[config.mk]
export PLATFORM = sky130hd
export DESIGN_NAME = video_out_top
export DESIGN_NICKNAME = d
export VERILOG_FILES = /design/src/source/video_mode_pkg.sv /design/src/source/color_pkg.sv /design/src/source/video_out_top.sv /design/src/source/dac_output.sv /design/src/source/channel_pwm.sv /design/src/source/colour_fetch.sv /design/src/source/palette_ram.sv
export SDC_FILE = /design/constraint.sdc
export NUM_CORES = 2
export LEC_CHECK = 0
export BUFFER_PORTS_ARGS = -buffer_cell sky130_fd_sc_hd__buf_2
export CAP_MARGIN = 20
export CORE_AREA = 10 10 623 625
export CTS_CLUSTER_DIAMETER = 200
export CTS_CLUSTER_SIZE = 16
export DETAILED_ROUTE_END_ITERATION = 6
export DIE_AREA = 0 0 633 635
export GPL_ROUTABILITY_DRIVEN = 0
export PLACE_DENSITY = 0.54
export SYNTH_ARGS = -nofsm -noshare
export SYNTH_HDL_FRONTEND = slang
export SYNTH_SLANG_ARGS = --single-unit
[constraint.sdc]
create_clock -name clk -period 6.6 [get_ports clk]
set_input_delay 0.33 -clock clk [delete_from_list [all_inputs] [get_ports clk]]
set_output_delay 0.33 -clock clk [all_outputs]
set_load 0.005 [all_outputs]
[src/source/video_mode_pkg.sv]
// Pixel byte formats and colour RAM addressing, imported by the fetch stage and the RAM
`default_nettype none

package video_mode_pkg;

	localparam int PIX_W = 8;
	localparam int NIB_W = 4;
	// palette select sits above the nibble in hires
	localparam int PALSEL_W = 4;
	localparam int CRAM_AW = 8;
	localparam int CRAM_DEPTH = 2 ** CRAM_AW;

	// nibbles per pixel byte in hires
	localparam int NIB_PER_BYTE = PIX_W / NIB_W;

	// one pixel byte, read whole in lores or as two pixels in hires
	typedef union packed {
		logic [PIX_W-1:0] index;
		// nib[1] is the high nibble, nib[0] the low one
		logic [NIB_PER_BYTE-1:0][NIB_W-1:0] nib;
	} pixel_byte_u;

endpackage

`default_nettype wire

[src/source/color_pkg.sv]
// Colour word layout and PWM dither patterns, imported by the channel and DAC stages
`default_nettype none

package color_pkg;

	// coarse level, also the DAC width
	localparam int COARSE_W = 2;
	// fine dither level
	localparam int FINE_W = 3;
	localparam int CHAN_W = COARSE_W + FINE_W;
	localparam int NUM_CHAN = 3;
	// red on top, then green, then blue
	localparam int COLOR_W = NUM_CHAN * CHAN_W;

	localparam int PWM_STEPS = 8;
	// two clock halves per step pair, so the phase picks one of four pairs
	localparam int PHASE_W = 2;

	// one pattern per fine level, bit index is phase*2 + half
	localparam logic [PWM_STEPS-1:0] PWM_TABLE [0:PWM_STEPS-1] = '{
		8'b00000000,
		8'b00000001,
		8'b01000001,
		8'b01000101,
		8'b10100101,
		8'b10100111,
		8'b11010111,
		8'b11011111
	};

endpackage

`default_nettype wire
[src/source/video_out_top.sv]
// Video DAC top level, pixel byte in and dithered 2-bit RGB out, CPU palette writes
`default_nettype none
`timescale 1ns/1ps

module video_out_top
	import color_pkg::*;
	import video_mode_pkg::*;
(
	input  logic                clk,
	input  logic                rst,
	input  logic                c3,
	input  logic                vga_on,
	input  logic                vga_line,
	input  logic [PIX_W-1:0]    tv_pix,
	input  logic [PIX_W-1:0]    vga_pix,
	input  logic [1:0]          nib_sel,
	input  logic                tv_hires,
	input  logic                vga_hires,
	input  logic                tv_blank,
	input  logic                vga_blank,
	input  logic [PALSEL_W-1:0] palsel,
	input  logic                cram_req,
	input  logic [CRAM_AW-1:0]  cram_addr,
	input  logic [COLOR_W-1:0]  cram_data,
	output logic                cram_ack,
	output logic [COARSE_W-1:0] vred,
	output logic [COARSE_W-1:0] vgrn,
	output logic [COARSE_W-1:0] vblu
);

	logic [COLOR_W-1:0]           color;
	logic [PHASE_W-1:0]           phase;
	logic [NUM_CHAN*COARSE_W-1:0] lo_levels;
	logic [NUM_CHAN*COARSE_W-1:0] hi_levels;

	colour_fetch u_fetch (
		.clk       (clk),
		.rst       (rst),
		.c3        (c3),
		.vga_on    (vga_on),
		.tv_pix    (tv_pix),
		.vga_pix   (vga_pix),
		.nib_sel   (nib_sel),
		.tv_hires  (tv_hires),
		.vga_hires (vga_hires),
		.tv_blank  (tv_blank),
		.vga_blank (vga_blank),
		.palsel    (palsel),
		.cram_req  (cram_req),
		.cram_addr (cram_addr),
		.cram_data (cram_data),
		.cram_ack  (cram_ack),
		.color     (color)
	);

	// channel 0 is blue at the bottom of the word, channel 2 is red
	for (genvar ch = 0; ch < NUM_CHAN; ch++)
	begin : g_chan
		channel_pwm u_pwm (
			.clk    (clk),
			.rst    (rst),
			.coarse (color[ch*CHAN_W+FINE_W +: COARSE_W]),
			.fine   (color[ch*CHAN_W +: FINE_W]),
			.phase  (phase),
			.level0 (lo_levels[ch*COARSE_W +: COARSE_W]),
			.level1 (hi_levels[ch*COARSE_W +: COARSE_W])
		);
	end

	dac_output u_dac (
		.clk       (clk),
		.rst       (rst),
		.vga_on    (vga_on),
		.vga_line  (vga_line),
		.lo_levels (lo_levels),
		.hi_levels (hi_levels),
		.phase     (phase),
		.vred      (vred),
		.vgrn      (vgrn),
		.vblu      (vblu)
	);

endmodule

`default_nettype wire

[src/source/dac_output.sv]
// PWM phase generation and the half-clock output mux feeding the video DAC pins
`default_nettype none
`timescale 1ns/1ps

module dac_output
	import color_pkg::*;
(
	input  logic                         clk,
	input  logic                         rst,
	input  logic                         vga_on,
	input  logic                         vga_line,
	input  logic [NUM_CHAN*COARSE_W-1:0] lo_levels,
	input  logic [NUM_CHAN*COARSE_W-1:0] hi_levels,
	output logic [PHASE_W-1:0]           phase,
	output logic [COARSE_W-1:0]          vred,
	output logic [COARSE_W-1:0]          vgrn,
	output logic [COARSE_W-1:0]          vblu
);

	logic [PHASE_W-1:0]           ph_cnt;
	logic [NUM_CHAN*COARSE_W-1:0] dac_word;

	always_ff @(posedge clk)
	begin
		if (rst)
		begin
			ph_cnt <= '0;
		end
		else
		begin
			ph_cnt <= ph_cnt + 1'b1;
		end
	end

	// VGA lines alternate the upper phase bit instead of the counter
	assign phase = {vga_on ? vga_line : ph_cnt[1], ph_cnt[0]};

	// second level goes out while clk is high
	assign dac_word = clk ? hi_levels : lo_levels;

	assign vred = dac_word[2*COARSE_W +: COARSE_W];
	assign vgrn = dac_word[1*COARSE_W +: COARSE_W];
	assign vblu = dac_word[0*COARSE_W +: COARSE_W];

endmodule

`default_nettype wire

[src/source/channel_pwm.sv]
// Dithers one colour channel into two DAC levels, one for each clock half
`default_nettype none
`timescale 1ns/1ps

module channel_pwm
	import color_pkg::*;
(
	input  logic                clk,
	input  logic                rst,
	input  logic [COARSE_W-1:0] coarse,
	input  logic [FINE_W-1:0]   fine,
	input  logic [PHASE_W-1:0]  phase,
	output logic [COARSE_W-1:0] level0,
	output logic [COARSE_W-1:0] level1
);

	logic [PWM_STEPS-1:0] pattern;
	logic                 at_top;
	logic                 bump0;
	logic                 bump1;

	assign pattern = PWM_TABLE[fine];
	// full coarse level has no headroom to step up
	assign at_top = &coarse;
	assign bump0 = pattern[{phase, 1'b0}] && !at_top;
	assign bump1 = pattern[{phase, 1'b1}] && !at_top;

	always_ff @(posedge clk)
	begin
		if (rst)
		begin
			level0 <= '0;
			level1 <= '0;
		end
		else
		begin
			level0 <= bump0 ? coarse + 1'b1 : coarse;
			level1 <= bump1 ? coarse + 1'b1 : coarse;
		end
	end

endmodule

`default_nettype wire

[src/source/colour_fetch.sv]
// Chooses the TV or VGA pixel, forms the palette index and reads the colour word
`default_nettype none
`timescale 1ns/1ps

module colour_fetch
	import color_pkg::*;
	import video_mode_pkg::*;
(
	input  logic                clk,
	input  logic                rst,
	input  logic                c3,
	input  logic                vga_on,
	input  logic [PIX_W-1:0]    tv_pix,
	input  logic [PIX_W-1:0]    vga_pix,
	input  logic [1:0]          nib_sel,
	input  logic                tv_hires,
	input  logic                vga_hires,
	input  logic                tv_blank,
	input  logic                vga_blank,
	input  logic [PALSEL_W-1:0] palsel,
	input  logic                cram_req,
	input  logic [CRAM_AW-1:0]  cram_addr,
	input  logic [COLOR_W-1:0]  cram_data,
	output logic                cram_ack,
	output logic [COLOR_W-1:0]  color
);

	logic [PIX_W-1:0]   tv_byte;
	pixel_byte_u        pix;
	logic               hires;
	logic               blank;
	logic               low_nib;
	logic [CRAM_AW-1:0] index;
	logic [CRAM_AW-1:0] rd_addr;
	logic               blank_q;
	logic               blank_qq;
	logic [COLOR_W-1:0] rd_data;

	// TV renderer only presents a new byte on c3
	always_ff @(posedge clk)
	begin
		if (c3)
		begin
			tv_byte <= tv_pix;
		end
	end

	always_comb
	begin
		pix.index = vga_on ? vga_pix : tv_byte;
		hires     = vga_on ? vga_hires : tv_hires;
		blank     = vga_on ? vga_blank : tv_blank;
		low_nib   = vga_on ? nib_sel[0] : nib_sel[1];
		// hires pixel sits under the palette select bits
		if (hires)
			index = {palsel, low_nib ? pix.nib[0] : pix.nib[1]};
		else
			index = pix.index;
	end

	always_ff @(posedge clk)
	begin
		rd_addr <= index;
	end

	// blank follows the index and then the RAM read
	always_ff @(posedge clk)
	begin
		if (rst)
		begin
			blank_q  <= 1'b1;
			blank_qq <= 1'b1;
		end
		else
		begin
			blank_q  <= blank;
			blank_qq <= blank_q;
		end
	end

	palette_ram u_cram (
		.clk       (clk),
		.rst       (rst),
		.cram_req  (cram_req),
		.cram_addr (cram_addr),
		.cram_data (cram_data),
		.cram_ack  (cram_ack),
		.rd_addr   (rd_addr),
		.rd_data   (rd_data)
	);

	assign color = blank_qq ? '0 : rd_data;

endmodule

`default_nettype wire

[src/source/palette_ram.sv]
// Colour RAM with one registered video read per cycle and a req/ack CPU write port
`default_nettype none
`timescale 1ns/1ps

module palette_ram
	import color_pkg::*;
	import video_mode_pkg::*;
(
	input  logic               clk,
	input  logic               rst,
	// CPU write side
	input  logic               cram_req,
	input  logic [CRAM_AW-1:0] cram_addr,
	input  logic [COLOR_W-1:0] cram_data,
	output logic               cram_ack,
	// video read side
	input  logic [CRAM_AW-1:0] rd_addr,
	output logic [COLOR_W-1:0] rd_data
);

	logic [COLOR_W-1:0] mem [0:CRAM_DEPTH-1];
	logic               wr_en;

	// write once per request, on the edge that raises ack
	assign wr_en = cram_req && !cram_ack;

	// handshake state is just the ack bit
	always_ff @(posedge clk)
	begin
		if (rst)
		begin
			cram_ack <= 1'b0;
		end
		else if (wr_en)
		begin
			cram_ack <= 1'b1;
		end
		else if (!cram_req)
		begin
			// writer has let go, allow the next request
			cram_ack <= 1'b0;
		end
	end

	always_ff @(posedge clk)
	begin
		if (wr_en)
		begin
			mem[cram_addr] <= cram_data;
		end
	end

	always_ff @(posedge clk)
	begin
		rd_data <= mem[rd_addr];
	end

endmodule

`default_nettype wire

# --- Word-level counts from Yosys, hierarchy flattened ---
# Memory sizes are Yosys's and may differ from the RTL's. A register that Yosys moved wholly into a read port is not among the register bits.
# Cells that the tools add are included.
classes:
  n_addsub: 4
  n_lt_le_gt_ge: 5
  eq_ne: 1
  n_mux: 37
  bitwise: 3
  reduce_logical: 14
op_table:
  columns: ["operator", "count"]
  rows:
  - ["8-bit two-way mux", 8]
  - ["15-bit two-way mux", 1]
  - ["1-bit two-way mux", 14]
  - ["1-bit binary-select mux with 2-bit select", 6]
  - ["4-bit greater-or-equal comparator (second input constant)", 3]
  - ["2-bit two-way mux", 6]
  - ["3-bit inverter with 4-bit output", 3]
  - ["2-bit by 1-bit adder with 2-bit output (second input constant)", 4]
  - ["3-bit by 4-bit less-than comparator with 1-bit output (second input constant)", 2]
  - ["1-bit logical AND", 7]
  - ["6-bit two-way mux", 1]
  - ["2-bit AND reduction", 3]
  - ["1-bit zero test", 4]
  - ["4-bit two-way mux", 1]
  - ["2-bit by 1-bit inequality test with 1-bit output (second input constant)", 1]
totals:
  reg_bits: 33
  ram_bits: 3840
  mem_bits_ro: 192
  input_bits: 55
  elab_cells: 80
  n_memories: 4
mem_list:
  columns: ["name", "words", "width", "rd", "rd_clocked_by_memory_dff", "write_ports", "line_no", "rtl"]
  rows:
  - ["u_fetch.u_cram.mem", 256, 15, 1, 1, 1, "palette_ram.sv:21", "logic [COLOR_W-1:0] mem [0:CRAM_DEPTH-1];"]
  - ["(no name shown)", 8, 8, 1, 0, 0, "channel_pwm.sv:22", "assign pattern = PWM_TABLE[fine];"]
  - ["(no name shown)", 8, 8, 1, 0, 0, "channel_pwm.sv:22", null]
  - ["(no name shown)", 8, 8, 1, 0, 0, "channel_pwm.sv:22", null]

# --- Logic depth before layout (Yosys ltp) ---
logic_depth:
  depth_word: 9
  mapped_depth: 12
  mapped_depth_nobuf: 7

# --- Modules after synthesis ---
# From an unflattened synthesis, not the netlist that was laid out.
unflattened:
  hier_cells: 6864
  hier_area_um2: 149178.1
by_module_without_submodules:
  columns: ["mod", "n_inst", "cells_per_inst", "area_per_inst_um2", "seq_area_each_um2"]
  rows:
  - ["palette_ram", 1, 6705, 147423.9, 115630.9]
  - ["colour_fetch", 1, 75, 854.6, 440.4]
  - ["channel_pwm (g_chan[0].u_pwm ...)", 2, 23, 239.0, 80.1]
  - ["channel_pwm (g_chan[1].u_pwm)", 1, 24, 245.2, 80.1]
  - ["dac_output", 1, 14, 176.4, 40.0]

==> results by group <==
Die
  • Die Y: 635 um
  • Die X: 633 um
  • # rows: about 230
  • Die area: approximately 400000 sq um
  • Core box area: 375000 sq um
  • Ports: between 60 and 70
  • Initial core utilization: between 30% and 40%

Synth
  • Syn. warnings: 0
  • Post-Syn Nets: 6907
  • Post-synth top cells: edfxtp_1, mux4_2, nor2_1
  • Top-area cell type share of the netlist area: just under 80%
  • Cells after Synth: between 6000 and 7000
  • Mean post-synth cell area: 21.82 sq um
  • Primary FF master, synth: edfxtp_1
  • Unique cell type count in the Yosys netlist: 72
  • Synth area leader: edfxtp_1
  • #FFs+latches synth: 3888
  • Synthesized area: 149400 sq um
  • Largest cells by area after synthesis: edfxtp_1, mux4_2, mux2i_1
  • Register area share after synthesis: 77.87%
  • Post-synth ARST share: 0%
  • Post-synth EDFFs: 3848
  • Cell with the most instances after synthesis: edfxtp_1

Critical path
  • Top cell family by delay on the critical path: buffers and inverters
  • Crit path arrival time: 5.67 ns
  • Critical Path End Type: register
  • Critical Path RT: 7.54 ns
  • CP Depth: 9
  • R2R Path End: u_fetch.u_cram.rd_data[1]$_DFF_P_
  • Worst Setup SP: u_fetch.rd_addr[0]$_DFF_P_
  • Critical path's slowest cell: dfxtp_4
  • Buf/Inv on CP: 3
  • R2R depth: 9
  • Crit start category: register
  • FF-to-FF Start: u_fetch.rd_addr[0]$_DFF_P_
  • Critical Path Most Common Cell: buf_4
  • CP max FO: 22
  • CP Cell Sequence: buf_4 -> buf_4 -> buf_4 -> mux2i_1 -> a22oi_1 -> nand3_1 -> a311oi_1 -> nor3_1 -> nor4_1
  • Largest stage delay, worst path: 0.89 ns
  • Flop2flop setup slack: 1.87 ns
  • WS Path Type: reg2reg

Placement
  • Placed cell count: 11913
  • Area of placed instances: 157200 sq um
  • Final HPWL DP: 247300 um
  • Dpl ws: approximately 1.8 ns
  • PortBufs: 61

Hold path
  • Hold Path End: u_fetch.u_cram.mem[174][10]$_DFFE_PP_
  • Hold WC Path Type: in2reg
  • Hold Path Stages: 4
  • Hold Crit Start: cram_addr[2]

Finish
  • Post-route insts no fill: 12345
  • Multi-input combinational cell area: roughly 30000 sq um
  • Filler instances: 31735
  • Nets: about 7300
  • Layout cells sized above 1: 23.17%
  • Reg area: 116400 sq um
  • Syn-to-layout area delta: 10.89%
  • Finished Cell Area: 165700 sq um

CTS
  • Hold buffer count at cts: 61
  • CTS tree: done
  • Post-CTS Setup Inserts: 0
  • Post-cts resize count: 0
  • CTS clock-pin slew for the worst setup and hold paths: 0.07 ns
  • Clk_lat worst skew: between 1 and 1.5 ns

Global routing
  • M3 GR Usage: 3.002%
  • Global-route wire length before repair: between 500000 and 600000 um
  • Total GRT Usage: 19.93%
  • GR peak layer: met2
  • Pin count of the biggest net entering global routing: 165
  • Met2 Usage GRT: about a third
  • Initial antenna violation count: 25
  • Number of global-route vias before repair: between 70000 and 80000
  • GRT overflow: 0
  • GR met1 Demand/Resource: between 20% and 30%

STA
  • Worst Max-Slew Pin Slew: 1.202 ns
  • Clock Skews: 0.03678 ns
  • RSZ-0062 raised after global routing: no
  • FMAX: approximately 210 MHz
  • Final worst slack: 1.865 ns
  • # setup viols final: 0
  • Crit share post-route: 71.74%
  • Final hold violation count: 0
  • Shortest period the worst path allows: 4.735 ns
  • Hold WS: approximately 0.073 ns
  • Slew margin rel.: about a fifth
  • Setup TNS: 0 ns
  • Final slew viol count: 0

Run status
  • Status: finished, final reports clean

Run
  • Number of max-cap violations: 0

Route
  • DR pass1 iterations: 6
  • DRC Markers: 0
  • Drt wl/cell: 33.46 um
  • DR vias: 72630
  • Vias per cell: 5.883
  • Post-Route WL: 413100 um
  • Iteration-0 DRC Markers: 8676
  • Antenna-violating nets left: 0

Power and ir drop
  • Leak: 51.01 nW
  • Worst VDD drop: 0.0001991 V
  • PwrDens: 293.5 nW/um^2
how the worst max path moves through the flow:
| stage | endpoint | slack [ns] |
|---|---|---|
| after global placement | u_fetch.u_cram.rd_data[1]$_DFF_P_ | 1.51 |
| after floorplan | vblu[0] | 2.53 |
| after detailed placement | u_fetch.u_cram.rd_data[7]$_DFF_P_ | 1.75 |
| after global routing | u_fetch.u_cram.rd_data[5]$_DFF_P_ | 1.78 |
| after CTS | u_fetch.u_cram.rd_data[7]$_DFF_P_ | 1.74 |
| final | u_fetch.u_cram.rd_data[1]$_DFF_P_ | 1.87 |
cell type report:
class | instances | share of cell area (%)
Multi-Input combinational cell | 2538 | 18.41
Clock inverter | 13 | 0.09364
Tap cell | 4994 | 3.771
Timing Repair Buffer | 546 | 2.846
Clock buffer | 348 | 4.606
Sequential cell | 3888 | 70.24
Inverter | 5 | 0.01133
Antenna cell | 13 | 0.01963
worst min-delay path: stages:
cell	delay (ns)
buf_2	0.15
nand3_1	0.12
nor2_1	0.05
buf_4	0.22
state kept, by name, summed over array words and instances, names as in the netlist, 2 cells and up:
register	count
g_chan.u_pwm.level1	6
u_fetch.u_cram.mem	3840
g_chan.u_pwm.level0	6
u_dac.ph_cnt	2
u_fetch.u_cram.rd_data	15
u_fetch.rd_addr	8
u_fetch.tv_byte	8
cells in the final DEF (no fill, tap or decap), types with 49 or more instances in the layout:
cell type	count
edfxtp_1	3848
nand2_1	59
o22ai_1	71
clkbuf_16	298
buf_4	384
buf_2	53
mux2i_1	310
a22oi_1	255
nor2_1	296
dlygate4sd3_1	61
o221ai_1	80
nor3_1	49
a21oi_1	150
mux4_2	797
per-stage QoR:
stage               utilization (%)  power [W]
floorplan                         -    0.03078
global placement              41.85    0.03284
detailed placement            41.93    0.03290
CTS                           44.16    0.04901
global route                  44.18    0.05008
finish                        44.18    0.04863
where the power goes:
group	internal (W)	leakage (nW)	switching, W	total (W)
registers	0.0272	34.9	0.000156	0.0273
logic	0.00183	12.2	0.00315	0.00498
clock network	0.00812	3.85	0.00819	0.0163
layer usage:
metal	wire, um	up-vias
met1	175800	39715
met2	197200	2692
li1	-	29647
met5	97	-
met3	27180	562
met4	12780	14
cells by family (layout without fill, tap and decap cells):
| logic type | count (synthesis) | in the layout | share of synthesized area (%) |
|---|---|---|---|
| flip-flops | 3888 | 3888 | 77.87 |
| multiplexers | 1139 | 1139 | 14.58 |
| adder cells (fa/ha/maj) | 3 | 3 | 0.02513 |
| AO/OA/AOI/OAI | 775 | 775 | 3.690 |
| other | 0 | 13 | 0 |
| XOR/XNOR | 7 | 7 | 0.04103 |
| buffers and inverters | 423 | 912 | 1.893 |
| AND/OR/NAND/NOR | 614 | 614 | 1.895 |
No activity file was read; power rests on OpenSTA's default activity.
